**src/hdl/aluPkg.sv**
```systemverilog
//////////////////////////////
// ALU and status package
// function codes and processor status layout
//////////////////////////////
package aluPkg;

  // result functions first, then the flag-only operations
  typedef enum logic [3:0] {
    aluPass = 4'd0,
    aluAdc  = 4'd1,
    aluAnd  = 4'd2,
    aluEor  = 4'd3,
    aluOr   = 4'd4,
    aluLsr  = 4'd5,
    aluCmp  = 4'd6,
    aluSetC = 4'd7,
    aluClrC = 4'd8,
    aluSetI = 4'd9,
    aluClrI = 4'd10,
    aluSetD = 4'd11,
    aluClrD = 4'd12,
    aluClrV = 4'd13
  } aluOpT;

  typedef logic [7:0] statusT;

  // bit positions in the status word, NV1BDIZC
  localparam int statusN   = 7;
  localparam int statusV   = 6;
  localparam int statusOne = 5;
  localparam int statusB   = 4;
  localparam int statusD   = 3;
  localparam int statusI   = 2;
  localparam int statusZ   = 1;
  localparam int statusC   = 0;

  // constant one bit and interrupt disable set
  localparam statusT statusResetVal = 8'h24;

endpackage

```
**src/hdl/dpBusPkg.sv**
```systemverilog
//////////////////////////////
// datapath bus package
// byte type, special bus sources and register destinations
//////////////////////////////
package dpBusPkg;

  // width of every datapath byte
  localparam int byteWidth = 8;

  typedef logic [byteWidth-1:0] byteT;

  // who drives the special bus for one micro-operation
  typedef enum logic [1:0] {
    srcAcc  = 2'd0,
    srcX    = 2'd1,
    srcY    = 2'd2,
    srcData = 2'd3
  } busSrcT;

  // register written from the ALU result
  typedef enum logic [1:0] {
    dstNone = 2'd0,
    dstAcc  = 2'd1,
    dstX    = 2'd2,
    dstY    = 2'd3
  } regDstT;

  // A, X and Y after reset
  localparam byteT regResetVal = '0;

endpackage
```
**src/hdl/cpuDatapath.sv**
```systemverilog
//////////////////////////////
// 6502 datapath top
// registers, ALU and status, one micro-op per strobe
//////////////////////////////
module cpuDatapath (
  input  logic             phi2,
  input  logic             arstN,
  input  logic             opStrobe,
  input  dpBusPkg::busSrcT opSrc,
  input  aluPkg::aluOpT    opAlu,
  input  dpBusPkg::regDstT opDst,
  input  dpBusPkg::byteT   dataIn,
  output dpBusPkg::byteT   acc,
  output dpBusPkg::byteT   xReg,
  output dpBusPkg::byteT   yReg,
  output aluPkg::statusT   status
);

  dpBusPkg::byteT specialBus;
  dpBusPkg::byteT result;
  logic           flagN;
  logic           flagZ;
  logic           flagC;
  logic           flagV;
  logic           carryFlag;

  registerBank registerBank_i (
    .phi2       (phi2),
    .arstN      (arstN),
    .opStrobe   (opStrobe),
    .opSrc      (opSrc),
    .opDst      (opDst),
    .dataIn     (dataIn),
    .result     (result),
    .specialBus (specialBus),
    .acc        (acc),
    .xReg       (xReg),
    .yReg       (yReg)
  );

  // operand B is always the strobed data byte
  aluCore aluCore_i (
    .opAlu    (opAlu),
    .operandA (specialBus),
    .operandB (dataIn),
    .carryIn  (carryFlag),
    .result   (result),
    .flagN    (flagN),
    .flagZ    (flagZ),
    .flagC    (flagC),
    .flagV    (flagV)
  );

  processorStatus processorStatus_i (
    .phi2      (phi2),
    .arstN     (arstN),
    .opStrobe  (opStrobe),
    .opAlu     (opAlu),
    .flagN     (flagN),
    .flagZ     (flagZ),
    .flagC     (flagC),
    .flagV     (flagV),
    .status    (status),
    .carryFlag (carryFlag)
  );

endmodule

```
**src/hdl/processorStatus.sv**
```systemverilog
//////////////////////////////
// processor status register
//////////////////////////////
module processorStatus (
  input  logic          phi2,
  input  logic          arstN,
  input  logic          opStrobe,
  input  aluPkg::aluOpT opAlu,
  input  logic          flagN,
  input  logic          flagZ,
  input  logic          flagC,
  input  logic          flagV,
  output aluPkg::statusT status,
  output logic          carryFlag
);

  logic nQ;
  logic vQ;
  logic dQ;
  logic iQ;
  logic zQ;
  logic cQ;

  always_ff @(posedge phi2 or negedge arstN) begin
    if (!arstN) begin
      nQ <= aluPkg::statusResetVal[aluPkg::statusN];
      vQ <= aluPkg::statusResetVal[aluPkg::statusV];
      dQ <= aluPkg::statusResetVal[aluPkg::statusD];
      iQ <= aluPkg::statusResetVal[aluPkg::statusI];
      zQ <= aluPkg::statusResetVal[aluPkg::statusZ];
      cQ <= aluPkg::statusResetVal[aluPkg::statusC];
    end else if (opStrobe) begin
      case (opAlu)
        aluPkg::aluPass, aluPkg::aluAnd, aluPkg::aluEor, aluPkg::aluOr: begin
          nQ <= flagN;
          zQ <= flagZ;
        end
        aluPkg::aluAdc: begin
          nQ <= flagN;
          zQ <= flagZ;
          cQ <= flagC;
          vQ <= flagV;
        end
        aluPkg::aluLsr, aluPkg::aluCmp: begin
          nQ <= flagN;
          zQ <= flagZ;
          cQ <= flagC;
        end
        aluPkg::aluSetC: cQ <= 1'b1;
        aluPkg::aluClrC: cQ <= 1'b0;
        aluPkg::aluSetI: iQ <= 1'b1;
        aluPkg::aluClrI: iQ <= 1'b0;
        aluPkg::aluSetD: dQ <= 1'b1;
        aluPkg::aluClrD: dQ <= 1'b0;
        aluPkg::aluClrV: vQ <= 1'b0;
        default: ;
      endcase
    end
  end

  // bit 5 tied high, B bit reads 0
  always_comb begin
    status                    = '0;
    status[aluPkg::statusN]   = nQ;
    status[aluPkg::statusV]   = vQ;
    status[aluPkg::statusOne] = 1'b1;
    status[aluPkg::statusB]   = 1'b0;
    status[aluPkg::statusD]   = dQ;
    status[aluPkg::statusI]   = iQ;
    status[aluPkg::statusZ]   = zQ;
    status[aluPkg::statusC]   = cQ;
  end

  assign carryFlag = cQ;

endmodule

```
**src/hdl/aluCore.sv**
```systemverilog
//////////////////////////////
// combinational ALU
// result byte plus candidate N, Z, C and V
//////////////////////////////
module aluCore (
  input  aluPkg::aluOpT  opAlu,
  input  dpBusPkg::byteT operandA,
  input  dpBusPkg::byteT operandB,
  input  logic           carryIn,
  output dpBusPkg::byteT result,
  output logic           flagN,
  output logic           flagZ,
  output logic           flagC,
  output logic           flagV
);

  localparam int msb = dpBusPkg::byteWidth - 1;

  // one extra bit holds carry out or borrow
  logic [dpBusPkg::byteWidth:0] sum;
  logic [dpBusPkg::byteWidth:0] diff;
  logic                         sumOverflow;

  assign sum  = {1'b0, operandA} + {1'b0, operandB} + {{dpBusPkg::byteWidth{1'b0}}, carryIn};
  assign diff = {1'b0, operandA} - {1'b0, operandB};

  // same operand signs but the sum sign flipped
  assign sumOverflow = (operandA[msb] == operandB[msb]) && (sum[msb] != operandA[msb]);

  always_comb begin
    result = operandA;
    flagC  = 1'b0;
    flagV  = 1'b0;
    case (opAlu)
      aluPkg::aluPass: begin
        result = operandA;
      end
      aluPkg::aluAdc: begin
        result = sum[msb:0];
        flagC  = sum[dpBusPkg::byteWidth];
        flagV  = sumOverflow;
      end
      aluPkg::aluAnd: begin
        result = operandA & operandB;
      end
      aluPkg::aluEor: begin
        result = operandA ^ operandB;
      end
      aluPkg::aluOr: begin
        result = operandA | operandB;
      end
      aluPkg::aluLsr: begin
        // zero shifted into the top bit
        result = {1'b0, operandA[msb:1]};
        flagC  = operandA[0];
      end
      aluPkg::aluCmp: begin
        // no borrow means A is at least B
        result = diff[msb:0];
        flagC  = ~diff[dpBusPkg::byteWidth];
      end
      default: begin
        // flag operations leave A on the result
        result = operandA;
      end
    endcase
  end

  assign flagN = result[msb];
  assign flagZ = (result == '0);

endmodule

```
**src/hdl/registerBank.sv**
```systemverilog
//////////////////////////////
// programmer registers A, X and Y
// special bus read mux and result write decode
//////////////////////////////
module registerBank (
  input  logic             phi2,
  input  logic             arstN,
  input  logic             opStrobe,
  input  dpBusPkg::busSrcT opSrc,
  input  dpBusPkg::regDstT opDst,
  input  dpBusPkg::byteT   dataIn,
  input  dpBusPkg::byteT   result,
  output dpBusPkg::byteT   specialBus,
  output dpBusPkg::byteT   acc,
  output dpBusPkg::byteT   xReg,
  output dpBusPkg::byteT   yReg
);

  dpBusPkg::byteT accQ;
  dpBusPkg::byteT xQ;
  dpBusPkg::byteT yQ;

  logic wrAcc;
  logic wrX;
  logic wrY;

  // exactly one source per micro-operation
  always_comb begin
    case (opSrc)
      dpBusPkg::srcAcc: specialBus = accQ;
      dpBusPkg::srcX:   specialBus = xQ;
      dpBusPkg::srcY:   specialBus = yQ;
      default:          specialBus = dataIn;
    endcase
  end

  // write decode, nothing written for dstNone
  assign wrAcc = opStrobe && (opDst == dpBusPkg::dstAcc);
  assign wrX   = opStrobe && (opDst == dpBusPkg::dstX);
  assign wrY   = opStrobe && (opDst == dpBusPkg::dstY);

  always_ff @(posedge phi2 or negedge arstN) begin
    if (!arstN) begin
      accQ <= dpBusPkg::regResetVal;
      xQ   <= dpBusPkg::regResetVal;
      yQ   <= dpBusPkg::regResetVal;
    end else begin
      if (wrAcc) begin
        accQ <= result;
      end
      if (wrX) begin
        xQ <= result;
      end
      if (wrY) begin
        yQ <= result;
      end
    end
  end

  assign acc  = accQ;
  assign xReg = xQ;
  assign yReg = yQ;

endmodule

```
**config.mk**
```make
export PLATFORM = sky130hd
export DESIGN_NAME = cpuDatapath
export DESIGN_NICKNAME = d
export VERILOG_FILES = /design/src/hdl/aluPkg.sv /design/src/hdl/dpBusPkg.sv /design/src/hdl/cpuDatapath.sv /design/src/hdl/processorStatus.sv /design/src/hdl/aluCore.sv /design/src/hdl/registerBank.sv
export SDC_FILE = /design/constraint.sdc
export NUM_CORES = 1
export LEC_CHECK = 0
export BUFFER_PORTS_ARGS = -buffer_cell sky130_fd_sc_hd__buf_2
export CAP_MARGIN = 0
export CORE_MARGIN = 2
export CORE_UTILIZATION = 30
export CTS_CLUSTER_SIZE = 8
export DETAILED_ROUTE_END_ITERATION = 10
export HOLD_SLACK_MARGIN = 0.12
export PLACE_DENSITY = 0.58
export SLEW_MARGIN = 5
export SYNTH_ARGS = -nofsm -noshare
export SYNTH_HDL_FRONTEND = slang
export SYNTH_SLANG_ARGS = --single-unit
```
**constraint.sdc**
```tcl
create_clock -name phi2 -period 2.85 [get_ports phi2]
set_input_delay 0.4275 -clock phi2 [delete_from_list [all_inputs] [get_ports phi2]]
set_output_delay 0.4275 -clock phi2 [all_outputs]
set_load 0.01 [all_outputs]
```
Yosys cells after proc, flatten, opt, wreduce, memory -nomap -nowiden:

Cells that the tools add are included.

* muxes and demuxes: 7
* reduce and logical (&&, ||, !) cells: 18
* bitwise operators: 4
* equality and inequality tests: 20
* $add $sub $neg: 3

Operator list (count)
* 8-bit case mux with 6 select lines: 1
* 4-bit == test (second input constant): 6
* 8-bit case mux with 3 select lines: 1
* 4-bit by 3-bit == test with 1-bit output (second input constant): 4
* 2-bit AND reduction: 5
* 8-bit by 8-bit adder with 9-bit output: 1
* 9-bit by 1-bit adder with 9-bit output: 1
* 8-bit by 8-bit subtractor with 9-bit output: 1
* 8-bit AND: 1
* 4-bit by 2-bit == test with 1-bit output (second input constant): 2
* 8-bit zero test: 1
* 8-bit OR: 1
* 8-bit bitwise XOR: 1
* 7-bit OR reduction: 1
* 2-bit == test (second input constant): 3
* 1-bit case mux with 2 select lines: 3
* 1-bit case mux with 3 select lines: 2
* 2-bit nonzero test: 3
* 2-bit by 1-bit == test with 1-bit output (second input constant): 2
* 4-bit by 1-bit == test with 1-bit output (second input constant): 1
* 1-bit logical AND: 4
* 4-bit zero test: 1
* 3-bit nonzero test: 1
* 3-bit OR reduction: 1
* other kinds (4): 4

* output and inout port bits: 32
* word-level logic and storage cells: 61
* flip-flop bits (word level): 30
* input port bits: 19

Depth between registers and ports, before layout:

Gate-level depths: netlist (run 1).

* word-level depth: 7
* gate-level depth with buffers: 13
* depth with buffers taken out: 12

By module:

Synthesis (run 1) repeated with hierarchy kept, for this count alone.

* cells, all modules: 311
* area total of the unflattened synthesis: 3012.9 sq um

By module, submodules not included
* aluCore: cells an instance 202, times used 1, area an instance 1465.2 sq um, sequential area each 0.0 sq um
* registerBank: cells an instance 61, times used 1, area an instance 1106.1 sq um, sequential area each 600.6 sq um
* processorStatus: cells an instance 48, times used 1, area an instance 441.7 sq um, sequential area each 151.4 sq um

Least setup slack after synthesis (run 1):

Ideal clock, no wire load.

* kind: input to register
* start: in opSrc[0]
* end: reg processorStatus_i.zQ
* library setup time: 0.120 ns
* buffers on the path: 1
* cell stages on the path: 13
* slack: -0.426 ns
* data arrival time: 3.155 ns
* data required time: 2.730 ns
* cell sequence: buf_6 -> mux4_1 -> inv_1 -> fa_1 -> inv_1 -> fa_1 -> nor3b_1 -> a211o_1 -> xnor2_1 -> o211ai_1 -> a22o_1 -> and4bb_1 -> a41o_1

* longest elaborated chain between the ends: 6
* elaborated cells between the ends (all ways): 12
* those cells by class: add/sub: 3; eq/ne: 2; mux: 2; bitwise: 3; reduce/logical: 2

Ends and longest elaborated chain
* from (decl): RTL line cpuDatapath.sv:9 `input dpBusPkg::busSrcT opSrc,`
* 2-bit == test (tied with other cells): RTL line registerBank.sv:29 `case (opSrc)`
* 8-bit case mux with 3 select lines *: RTL line registerBank.sv:29
* 8-bit by 8-bit adder with 9-bit output: RTL line aluCore.sv:24 `assign sum = {1'b0, operandA} + {1'b0, operandB} + {{dpBusPkg::byteWidth{1'b0}}, carryIn};`
* 9-bit by 1-bit adder with 9-bit output: RTL line aluCore.sv:24
* 8-bit case mux with 6 select lines *: RTL line aluCore.sv:34 `case (opAlu)`
* 8-bit zero test *: RTL line aluCore.sv:70 `assign flagZ = (result == '0);`
* to (signal assigned): RTL line processorStatus.sv:36 `zQ <= flagZ;`
* to (signal assigned): RTL line processorStatus.sv:40 `zQ <= flagZ;`
* to (signal assigned): RTL line processorStatus.sv:46 `zQ <= flagZ;`
* to (decl): RTL line processorStatus.sv:21 `logic zQ;`

Mark *: on every way between the ends. The rest lies on a longest branch, timed or not.
A chain may end at the register's enable or synchronous reset.

Worst setup path after layout (run 1):

* start: reg registerBank_i.xQ[0] (netlist: registerBank_i.xReg[0])
* end: reg processorStatus_i.zQ

* longest elaborated chain between the ends: 5
* elaborated cells between the ends (all ways): 9
* those cells by class: add/sub: 3; mux: 2; bitwise: 3; reduce/logical: 1

Ends and longest elaborated chain
* from (decl): RTL line registerBank.sv:20 `dpBusPkg::byteT xQ;`
* from (signal assigned): RTL line registerBank.sv:45 `xQ <= dpBusPkg::regResetVal;`
* from (signal assigned): RTL line registerBank.sv:52 `xQ <= result;`
* 8-bit case mux with 3 select lines *: RTL line registerBank.sv:29
* 8-bit by 8-bit adder with 9-bit output: RTL line aluCore.sv:24
* 9-bit by 1-bit adder with 9-bit output: RTL line aluCore.sv:24
* 8-bit case mux with 6 select lines *: RTL line aluCore.sv:34
* 8-bit zero test *: RTL line aluCore.sv:70

Marks and branches as above.

==> results of run 1 <==
## stage by stage
| stage | power, uW | instance area [um2] | TNS, ns |
|---|---|---|---|
| after floorplan | 1300 | 2930 | -0.521 |
| after global placement | 1830 | 3680 | -5.97 |
| after detailed placement | 1850 | 3680 | -6.65 |
| after CTS | 2290 | 3830 | -1.08 |
| after global routing | 2510 | 3910 | -3.50 |
| final | 2340 | 3910 | -1.24 |
## final cells by class
class	instances	area [um2]	share of cell area
multi-input cells	267	1990	0.510
repair buffers	122	800	0.205
flip-flops and latches	30	752	0.193
well taps	129	161	0.0413
clock buffers	8	110	0.0282
inverters	24	90.1	0.0231
## logic make-up after synthesis
group,count (synthesis),synth area share
AND/OR/NAND/NOR,110,0.184
AO/OA/AOI/OAI,108,0.248
buffers and inverters,52,0.0834
flip-flops,30,0.258
adder cells (fa/ha/maj),28,0.128
multiplexers,13,0.0778
XOR/XNOR,6,0.0181
other,2,0.00258
## cells in the final DEF (no fill, tap or decap), types with 4 or more instances in the layout
master / instances
sky130_fd_sc_hd__nand2_1: 39
sky130_fd_sc_hd__a21oi_1: 19
sky130_fd_sc_hd__mux2i_1: 5
sky130_fd_sc_hd__dfrtp_1: 29
sky130_fd_sc_hd__ha_1: 23
sky130_fd_sc_hd__nand3_1: 7
sky130_fd_sc_hd__a31oi_1: 7
sky130_fd_sc_hd__o211ai_1: 4
sky130_fd_sc_hd__nand2b_1: 5
sky130_fd_sc_hd__nor2b_1: 8
sky130_fd_sc_hd__buf_2: 48
sky130_fd_sc_hd__nor3b_1: 4
sky130_fd_sc_hd__inv_1: 22
sky130_fd_sc_hd__mux4_2: 4
sky130_fd_sc_hd__buf_4: 73
sky130_fd_sc_hd__nor2_1: 23
sky130_fd_sc_hd__o21ai_0: 28
sky130_fd_sc_hd__o21ai_1: 6
sky130_fd_sc_hd__nor3_1: 7
sky130_fd_sc_hd__o21a_1: 4
sky130_fd_sc_hd__clkbuf_8: 8
sky130_fd_sc_hd__a21o_1: 4
## routing by layer
metal	vias up	wire length, um	global-route usage
li1	1437	-	-
met1	1421	3990	0.245
met2	140	4430	0.311
met3	29	489	0.0203
met4	0	294	0.0656
met5	-	0	0
## report_power, final
part	total, uW	leakage, uW	internal (uW)	switching, uW
Sequential	594	0.000378	523	71.5
Combinational	1350	0.00147	663	684
Clock	400	0.0000575	243	156
Total	2340	0.00190	1430	912
## state kept, by name (all words and copies together) (netlist names)
name and flops:
processorStatus_i.dQ 1, processorStatus_i.iQ 1, registerBank_i.xReg 8, processorStatus_i.vQ 1, processorStatus_i.nQ 1, processorStatus_i.zQ 1
registerBank_i.yReg 8, registerBank_i.acc 8, processorStatus_i.carryFlag 1
## final timing paths
path                                     endpoint  slack [ns]  depth (start not counted)
setup / recovery             processorStatus_i.zQ       -0.21                         12
hold / removal               processorStatus_i.nQ        0.17                          1
max in group asynchronous  registerBank_i.xReg[1]        2.25                          1
hold reg to reg            registerBank_i.yReg[2]        0.50                          2
min in group phi2          registerBank_i.yReg[2]        0.50                          2
setup reg to reg             processorStatus_i.zQ       -0.21                         12
## what timing repair did
action,CTS,global route
cloned,0,0
setup endpoints to repair,13,17
gates resized for setup,7,12
setup buffers,3,3
pin swaps,6,5
==> summary by stage, run 1 <==
Synthesis
By count the netlist is led by 39 x sky130_fd_sc_hd__nand2_1, 35 x sky130_fd_sc_hd__o21ai_0, 29 x sky130_fd_sc_hd__dfrtp_1. The synthesized netlist cell count is 349. The flip-flop and latch count after synthesis is 30.

Of all flip-flops after synthesis, the portion carrying an async set or reset was 1.00. Of the post-synthesis cell area, the dominant cell type holds 0.249. The top cell type by total area after synthesis is sky130_fd_sc_hd__dfrtp_1. Of the synthesized area, sequential elements account for 0.258. In the post-synthesis netlist, the cell with the most instances is sky130_fd_sc_hd__nand2_1. The netlist area before placement is 2910 um2. The number of unique standard cell types used by synthesis is 66. In the post-synthesis netlist, the biggest area contributors are sky130_fd_sc_hd__dfrtp_1 25%, sky130_fd_sc_hd__ha_1 11%, sky130_fd_sc_hd__o21ai_0 6.0%. The net count of the mapped netlist is 396. In the synthesized netlist the dominant register cell turns out to be sky130_fd_sc_hd__dfrtp_1.

The number of enable-type register cells in the synthesized netlist is 0. The Yosys step of the flow raised 0 warnings. After synthesis, the mean cell area works out to 8.34 um2.

Floorplan
The height of the die is 102 um. The die outline width is 102 um. The floorplan has 35 rows. 51 I/O pins were placed.

For this configuration, the core starts out at a cell density of 0.312. The floorplan step defined a die boundary enclosing 10500 um2. The core footprint is 9330 um2.

Timing
The setup clock skew after layout is 0.00526 ns. Setup repair after global routing could not meet its margin everywhere. The minimum clock period after layout is 3.06 ns. The slew at the pin closest to its max-slew limit is 0.658 ns. Timing would allow up to 327 MHz. The final worst setup slack is -0.209 ns. The final hold violation count came to 0.

In this run the tightest slew margin relative to its limit is 0.561. The count of pins over their slew limit is 0. The total setup violations reported at the end of the flow is 12. The final cycle utilization of the critical path is 1.07. The smallest hold slack is 0.168 ns.

Clocking
The clock-pin transition on the worst setup and hold timing paths is 0.06 ns. Clock tree synthesis selected as its root buffer the cell sky130_fd_sc_hd__clkbuf_8. Clock tree synthesis found a total of 30 sinks. The total clock buffers created by CTS is 5. The buffer levels on the longest clock path is 2.

At the later pin of the worst-skew pair, clock insertion delay measures 0.28 ns. The H-tree generated during clock tree synthesis spans 2 levels. The count of hold buffers inserted by post-cts repair is 0. TritonCTS built the clock tree.

Critical path
Of all nets on the critical path, the largest fanout is 3. Data arrives at the worst endpoint at 3.23 ns. The number of buffers and inverters on the critical path is 2. For this run, the slowest stage of the critical path takes 0.49 ns. The dominant delay contributor by cell family on the critical path is compound AO/OA/AOI/OAI gates. At the worst endpoint, the required time is 3.02 ns. In this run the worst setup path begins at registerBank_i.xReg[0].

The signal on the critical path passes through mux4_2 -> inv_2 -> fa_2 -> inv_2 -> fa_2 -> nor3b_1 -> a211o_1 -> xnor2_2 -> o211ai_1 -> a22o_1 -> and4bb_1 -> a41o_1. The master of the slowest instance on the critical path is sky130_fd_sc_hd__mux4_2. The kind of launch point of the worst setup path is a flop.

In this run the critical register-to-register path is launched from registerBank_i.xReg[0]. The critical path in this run is classified as reg -> reg. The critical path endpoint category is a flop.

Final layout
For this run, the post-layout net count is 497. Of the cells placed in the final design, the portion with a size suffix greater than 1 is 0.359. The layout overhead on the synthesized area is 34.2%.

The filler-free cell count of the finished design is 580. The core occupancy in the finished layout is 0.419. Counting the fill cells in the layout gives 935. The antenna diode count is 0.

Placed design
The setup slack after placement is -0.543 ns. After detailed placement, the design holds a cell count of 566. Routability-driven placement finished with a final weighted congestion of 0.969. The count of buffers added on input and output ports is 48. The detailed-placement wirelength estimate is 7450 um.

Global route
The first-pass GRT wire length is 15200 um. The number of global-route vias before repair was 3013. The maximum number of pins on one net before global-route repair is 31. For this run, the total global-route usage over all layers was measured as 0.184. The initial antenna violation count was 0. The total grt overflow is 0.

Pwr
The power density normalized to cell area is 600 nW/um2. IR analysis of the VDD net gives a maximum drop of 0.381 mV. The reported leakage power is 0.00190 uW.

Outcome
The checks that failed: negative setup slack. The flow ran to the end, but the final reports show violations.

Routing
The final antenna-violating net count is 0. The post-detailed-route wirelength per cell is 15.9 um. The total detailed-routing wirelength is 9200 um. In the routed design, unresolved DRC markers number 0. The first-pass iteration count of the detailed router is 5.

The detailed router placed 3027 vias in this run. The number of DRC markers in iteration 0 is 208. Using the TritonRoute via totals, the vias-per-cell ratio works out to 5.22.

Flow run
The tool flagged a number of max-cap violations equal to 0.

Worst hold path
The path class of the tightest hold or removal check is in -> async.
Power figures use the tool's default switching activity.
==> inputs of run 2 (changes only) <==
- CAP_MARGIN: 0 -> 20
- SETUP_SLACK_MARGIN: not set -> 0.4
==> run 2 against run 1 <==
  * The run still ends with negative setup slack left
  * Sequential share of layout area shrank 0.66 points
  * First-iteration DRC count grew 31%
  * Register-to-register slack gained 0.13 ns
  * Global-route usage grew 0.057 points
  * Clock-buffer cell count is the same
  * Setup slack gained 0.13 ns
  * Critical endpoint unchanged
  * Largest power group unchanged
==> summary by stage, run 2 (synthesis gave the netlist of run 1 again) <==
Outcome
The flow ran to the end, but the final reports show violations. The checks that failed: negative setup slack.

Flow run
Max-cap violations in this run came to 0.

Critical path
Traced cell by cell, the critical path runs through mux4_2 -> inv_2 -> fa_2 -> inv_2 -> fa_2 -> nor3b_2 -> a211o_1 -> xnor2_1 -> o211ai_1 -> a22o_1 -> and4bb_1 -> a41o_1. On the worst path, the slowest cell contributes a delay of 0.48 ns. The worst setup path is of the reg -> reg kind.

The kind of launch point of the worst setup path is a flop. The arrival time at the worst endpoint is 3.09 ns. The required time at the worst-slack endpoint is 3.01 ns. The worst setup path is captured at a flop.

The dominant delay contributor by cell family on the critical path is compound AO/OA/AOI/OAI gates. The critical path contains buffers and inverters numbering 2 combined. The largest driver fanout on the critical path is 3.

The master of the slowest instance on the critical path is sky130_fd_sc_hd__mux4_2.

Floorplan
For this design the top-level I/O count stands at 51. The die covers 10500 um2. The floorplan row count is 35.

From bottom edge to top edge, the die measures 102 um. The initial cell density of the core is 0.312. The floorplan step set the die width to 102 um. The core region is 9330 um2.

Routing
The DRC violations left is 0. The post-detailed-route via-to-cell ratio is 5.20. The final antenna-violating net count is 0. For this block, the initial DRC count from the detailed router was 272.

Summed over all layers, the routed wires come to 9220 um. The overall via count from detail_route is 3033. Before antenna repair, the detailed router went through 5 iterations. The post-detailed-route wirelength per cell is 15.8 um.

Global route
The maximum number of pins on one net before global-route repair is 31. Across every metal layer, demand over resource in global routing totals 0.185. The initial antenna violation count came to 0. For this run the aggregate overflow at the end of global routing stands at 0. The first-pass GRT wire length is 15300 um. The number of global-route vias before repair is 3049.

Timing
The tightest hold path in the finished design has a slack of 0.168 ns. The final hold violation count is 0. The highest achievable clock rate is 342 MHz.

Measured against its own limit, the worst slew margin works out to 0.418. The final worst setup slack is -0.0756 ns. The count of pins over their slew limit came to 0. The setup clock skew after layout is 0.00949 ns. For the pin with the worst max-slew slack, the measured transition is 0.867 ns.

The worst path in the final design needs a cycle of 2.93 ns, including I/O delays and setup. The final cycle utilization of the critical path is 1.03. The total setup violations reported at the end of the flow is 4. Summed over all failing endpoints, the final setup total negative slack is -0.0915 ns. Setup repair after global routing could not meet its margin everywhere.

Placed design
Before CTS, the worst setup slack after placement is -0.413 ns. After legalization and detailed placement, the total HPWL measured 7260 um. The placer's final routability congestion estimate is 1.01. Input and output buffers added on the ports amount to 48.

Final layout
The total area of multi-input combinational cells is 2110 um2. The layout has 918 filler cells. The repair_antennas step left the layout with diodes totalling 0.

The library cells used most frequently in the layout, excluding fill and tap cells, are 72 x sky130_fd_sc_hd__buf_4, 47 x sky130_fd_sc_hd__buf_2, 39 x sky130_fd_sc_hd__nand2_1. The final net count is 500. The fraction of layout instances using a drive strength above 1 is 0.394.

The layout overhead on the synthesized area is 39.0%. Leaving out fill and tap cells, the most frequent cell in the layout is sky130_fd_sc_hd__buf_4. The register area is 752 um2.

Clocking
The count of H-tree levels built during CTS is 2. At the later pin of the worst-skew pair, clock insertion delay measures 0.28 ns. TritonCTS created 5 clock buffers. After clock tree synthesis, the clock-pin slew on the worst setup and hold paths is 0.07 ns. No sink is reached through more buffers than the 2 on the longest clock path. The TritonCTS clock tree is done.

The clock net in this run drives a total of 30 sinks. CTS placed an instance of sky130_fd_sc_hd__clkbuf_8 at the clock tree root.

Pwr
For this design the ratio of total power to cell area is 592 nW/um2. The reported leakage power is 0.00191 uW. The maximum vdd drop is 0.475 mV.

Worst hold path
The tightest min-delay check is of the in -> async type.
[run 2: power breakdown]
part | switching, uW | internal, uW | leakage (uW) | total [uW]
Sequential | 74.7 | 523 | 0.000378 | 598
Clock | 159 | 197 | 0.0000455 | 355
Combinational | 720 | 720 | 0.00149 | 1440
[run 2: layout make-up]
type / instances / area share
Multi-Input combinational cell: 267 / 0.521
Timing Repair Buffer: 125 / 0.209
Clock buffer: 8 / 0.0223
Sequential cell: 30 / 0.186
Tap cell: 129 / 0.0399
Inverter: 24 / 0.0223
[run 2: per-layer routing]
| layer | part of all wire | track usage | vias to the layer above |
|---|---|---|---|
| li1 | - | - | 1444 |
| met1 | 0.43 | 0.237 | 1453 |
| met2 | 0.48 | 0.315 | 116 |
| met3 | 0.057 | 0.0244 | 20 |
| met4 | 0.029 | 0.0749 | 0 |
| met5 | 0 | 0 | - |
[run 2: metrics by stage]
step / instance area [um2] / total power, uW / cells / util
finish: 4040 / 2390 / 583 / 0.434
global route: 4040 / 2570 / 583 / 0.434
CTS: 4000 / 2360 / 583 / 0.428
detailed placement: 3730 / 1870 / 565 / 0.400
global placement: 3730 / 1860 / 565 / 0.400
floorplan: 2990 / 1330 / 349 / -
[run 2: path summary, 6_finish.rpt]
path,start,end,slack [ns],cells past startpoint
max reg2reg,registerBank_i.yReg[0],processorStatus_i.zQ,-0.08,12
min,arstN,registerBank_i.yReg[6],0.17,1
max in group asynchronous,arstN,registerBank_i.yReg[1],2.24,1
max,registerBank_i.yReg[0],processorStatus_i.zQ,-0.08,12
min reg2reg,processorStatus_i.nQ,processorStatus_i.nQ,0.50,2
min in group phi2,processorStatus_i.nQ,processorStatus_i.nQ,0.50,2
[run 2: timing repair]
action	CTS	global route
pin swaps	22	11
hold endpoints to repair	0	0
setup buffers	10	0
hold buffers	0	0
gates resized for setup	32	12
cloned	0	0
setup endpoints to repair	25	28
==> inputs of run 3 (changes only) <==
- SYNTH_HIERARCHICAL: not set -> 1
==> run 3 against run 2 <==
  * The run still ends with negative setup slack left
  * Sequential power grew 19%
  * Clock skew grew 0.0028 ns
  * Combinational power grew 77%
  * Sequential cell count is the same
  * Via count shrank 4.3%
  * Global-route usage shrank 1.3 points
  * Non-clock buffer count grew 20
  * Final cell count shrank 2.1%
==> summary by stage, run 3 <==
Synthesis
Of the total synthesized cell area, the portion taken by XOR and XNOR cells is 0.0233. The area share of the largest cell type after synthesis is 0.241. For this run, the number of Yosys warnings is 6. Ranked by instance count, the synthesized netlist is headed by 29 x sky130_fd_sc_hd__dfrtp_1, 26 x sky130_fd_sc_hd__mux2_2, 25 x sky130_fd_sc_hd__ha_1. The simple logic cell fraction of the synthesized area is 0.150. In the synthesized netlist the dominant register cell turns out to be sky130_fd_sc_hd__dfrtp_1. After synthesis, the mean cell area works out to 9.69 um2. The share of synthesized cell area in full adder, half adder and majority cells is 0.124.

The portion of synthesized area spent on multiplexers is 0.189. Yosys mapped the design onto 71 distinct sky130hd cell types. The register area share after synthesis is 0.250. Synthesis produced a netlist with a net count of 358. Synthesis inferred 30 register bits. sky130_fd_sc_hd__dfrtp_1 is the most common cell in the netlist. After synthesis, the largest family of logic cells by area is multiplexers. The netlist area before placement is 3010 um2. The fraction of the mapped netlist area in compound gates is 0.176. The top cell type by total area after synthesis is sky130_fd_sc_hd__dfrtp_1.

Sorting the synthesized cells by area gives the leading types as sky130_fd_sc_hd__dfrtp_1 24%, sky130_fd_sc_hd__ha_1 10%, sky130_fd_sc_hd__mux2_2 9.7%. Yosys mapped a number of flops with a built-in enable equal to 0. Synthesis handed over a netlist of 311 instances. The share of synthesized flip-flops with an asynchronous set or reset is 1.00.

Routing
The routed design has 9390 um of wire. The number of DRC markers in iteration 0 is 193. Once detail routing completed, the nets flagged for antenna violations numbered 0. Summing over every cut layer, the via total after detailed routing is 2904.

The first-pass iteration count of the detailed router is 4. The post-detailed-route wirelength per cell is 16.4 um. The DRC violations left is 0. The post-detailed-route via-to-cell ratio is 5.09.

Timing
At the pin with the least slew margin, the transition time is 0.692 ns. The highest achievable clock rate is 303 MHz. The smallest hold slack is 0.168 ns. Counting I/O delays and the setup requirement, the final critical path takes 3.31 ns. Setup repair after global routing could not meet its margin everywhere. The count of pins over their slew limit came to 0. Of the available clock period, the critical path in the final layout requires 1.16. Measured against its own limit, the worst slew margin works out to 0.539.

The final hold violation count is 0. The clock arrives with 0.0123 ns of skew. The total setup violations reported at the end of the flow is 19. Summed over all failing endpoints, the final setup total negative slack is -3.29 ns. The final worst setup slack is -0.455 ns.

Pwr
VDD sags by at most 0.650 mV. The power density normalized to cell area is 822 nW/um2. The reported leakage power is 0.00204 uW.

Critical path
Grouping stages by cell kind, the critical path spends the most delay in simple AND/OR/NAND/NOR gates. The register-to-register setup slack is -0.46 ns. The required time at the worst-slack endpoint is 3.09 ns. The critical path in this run is classified as reg -> reg.

The end of the worst register-to-register path is processorStatus_i/zQ. The worst setup path is captured at a flop. Walking the worst path, the cells encountered are mux4_2 -> inv_2 -> ha_4 -> inv_2 -> fa_2 -> and3_4 -> o21ai_2 -> a31oi_1 -> a211o_1 -> or3_1 -> or4_4 -> nor3_4 -> mux2_2. Of all nets on the critical path, the largest fanout is 3. The cell depth of the worst setup path is 13.

The largest single stage delay on the critical path is 0.52 ns. The arrival time at the worst endpoint is 3.54 ns. The cell with the most instances on the worst path is sky130_fd_sc_hd__inv_2. The largest individual stage delay along the critical path comes from the cell sky130_fd_sc_hd__mux4_2. The number of cells on the worst reg-to-reg path is 13.

The sum of buffers and inverters on the critical path is 2. The kind of launch point of the worst setup path is a flop. In this run the critical register-to-register path is launched from registerBank_i/yReg[0].

Outcome
The final reports fail on negative setup slack. The run finished, with violations left.

Clocking
The buffer levels on the longest clock path is 2. The count of H-tree levels built during CTS is 2. The clock latency reported for the late side of the worst-skew pair is 0.29 ns. CTS saw 30 sinks. The count of hold buffers inserted by post-cts repair is 0.

In this run the clock root is driven by a sky130_fd_sc_hd__clkbuf_8. TritonCTS built the clock tree. The clock-pin transition on the worst setup and hold timing paths is 0.07 ns. The number of clock buffers added by TritonCTS is 5.

Floorplan
After floorplanning, the core was sized to cover 9770 um2. The height of the die is 104 um. The initialized floorplan defines 36 standard-cell rows. The initial utilization of the core area, before any placement, comes to 0.308.

The die is 104 um wide. 51 I/O pins were placed. The die covers 10900 um2.

Global route
The global routing usage summed across all routing layers is 0.171. The total grt overflow is 0. The maximum number of pins on one net before global-route repair is 31. The initial antenna violation count is 0. The first-pass GRT wire length is 14800 um. The number of global-route vias before repair came to 2889.

Final layout
The final net count is 484. Of the cells placed in the final design, the portion with a size suffix greater than 1 is 0.555. The layout overhead on the synthesized area is 46.4%. In the layout the commonest cells are 89 x sky130_fd_sc_hd__buf_4, 47 x sky130_fd_sc_hd__buf_2, 29 x sky130_fd_sc_hd__dfrtp_1.

The most common library cell in the layout ignoring fill and taps is sky130_fd_sc_hd__buf_4. The number of antenna diodes in the final layout is 0.

Flow run
The max capacitance violation total is 0.

Worst hold path
The worst hold path belongs to the class in -> async.

Placed design
The detailed-placement wirelength estimate is 7310 um. Port buffering added 48 buffers. The placer's final routability congestion estimate is 0.889.
## run 3: changes by cell type after synthesis, moves of 4 or more
cell	delta
sky130_fd_sc_hd__mux4_2	+4
sky130_fd_sc_hd__nand2_1	-32
sky130_fd_sc_hd__nor2b_1	-4
sky130_fd_sc_hd__mux2_2	+25
sky130_fd_sc_hd__clkbuf_1	-4
sky130_fd_sc_hd__o21ai_0	-24
sky130_fd_sc_hd__nand3_1	-5
## run 3: metrics by stage
| step | total power, uW | setup slack [ns] | utilization | std cells | cell area, um2 |
|---|---|---|---|---|---|
| 6_report | 3630 | -0.455 | 0.451 | 571 | 4410 |
| 3_3_place_gp | 2890 | -0.731 | 0.410 | 553 | 4010 |
| 4_1_cts | 3510 | -0.363 | 0.439 | 568 | 4300 |
| 2_1_floorplan | 1960 | -0.517 | - | 311 | 3150 |
| 5_1_grt | 3880 | -0.577 | 0.451 | 571 | 4410 |
| 3_5_place_dp | 2920 | -0.768 | 0.410 | 553 | 4010 |
## run 3: report_power, final
part	total, uW	leakage, uW	internal [uW]	switching, uW
registers	714	0.000364	603	110
logic	2550	0.00163	1390	1170
clock network	360	0.0000472	194	167
total	3630	0.00204	2180	1440
## run 3: worst max-delay path by stage
stage	from	to	slack (ns)
2_1_floorplan	opSrc[0]	processorStatus_i/zQ	-0.52
5_1_grt	registerBank_i/yReg[0]	processorStatus_i/zQ	-0.58
3_3_place_gp	opSrc[0]	processorStatus_i/zQ	-0.73
3_5_place_dp	opSrc[0]	processorStatus_i/zQ	-0.77
4_1_cts	registerBank_i/yReg[0]	processorStatus_i/zQ	-0.36
6_report	registerBank_i/yReg[0]	processorStatus_i/zQ	-0.46
## run 3: logic make-up (layout without fill, tap and decap cells)
kind of cell,count (synthesis),after routing
fa+ha+maj,28,28
simple gates,76,76
flops,30,30
other cells,2,2
mux,41,41
buf+inv,51,178
compound gates,75,75
xor+xnor,8,8
## run 3: worst register-to-register path, cell delays in order (launching register included)
cell	delay (ns)
sky130_fd_sc_hd__dfrtp_1	0.37
sky130_fd_sc_hd__mux4_2	0.52
sky130_fd_sc_hd__inv_2	0.11
sky130_fd_sc_hd__ha_4	0.13
sky130_fd_sc_hd__inv_2	0.04
sky130_fd_sc_hd__fa_2	0.35
sky130_fd_sc_hd__and3_4	0.16
sky130_fd_sc_hd__o21ai_2	0.11
sky130_fd_sc_hd__a31oi_1	0.11
sky130_fd_sc_hd__a211o_1	0.29
sky130_fd_sc_hd__or3_1	0.35
sky130_fd_sc_hd__or4_4	0.45
sky130_fd_sc_hd__nor3_4	0.12
sky130_fd_sc_hd__mux2_2	0.16
## run 3: what timing repair did
item / 4_1_cts / 5_1_grt
buffers inserted: 7 / 3
setup endpoints to repair: 28 / 28
pin swaps: 16 / 8
gates resized for setup: 28 / 22
## run 3: layout make-up
class	count	area [um2]
Clock inverter	2	12.5
Timing Repair Buffer	145	1000
Multi-Input combinational cell	230	2300
Tap cell	133	166
Fill cell	951	5360
Inverter	25	96.3
Clock buffer	6	82.6
Sequential cell	30	752
## run 3: layer usage
| metal | part of all wire | wire length, um | GRT usage | up-vias |
|---|---|---|---|---|
| met5 | 0 | 0 | 0 | - |
| met4 | 0.020 | 189 | 0.0579 | 0 |
| met3 | 0.028 | 259 | 0.0188 | 17 |
| met2 | 0.50 | 4690 | 0.304 | 72 |
| met1 | 0.45 | 4250 | 0.216 | 1430 |
| li1 | - | - | - | 1385 |
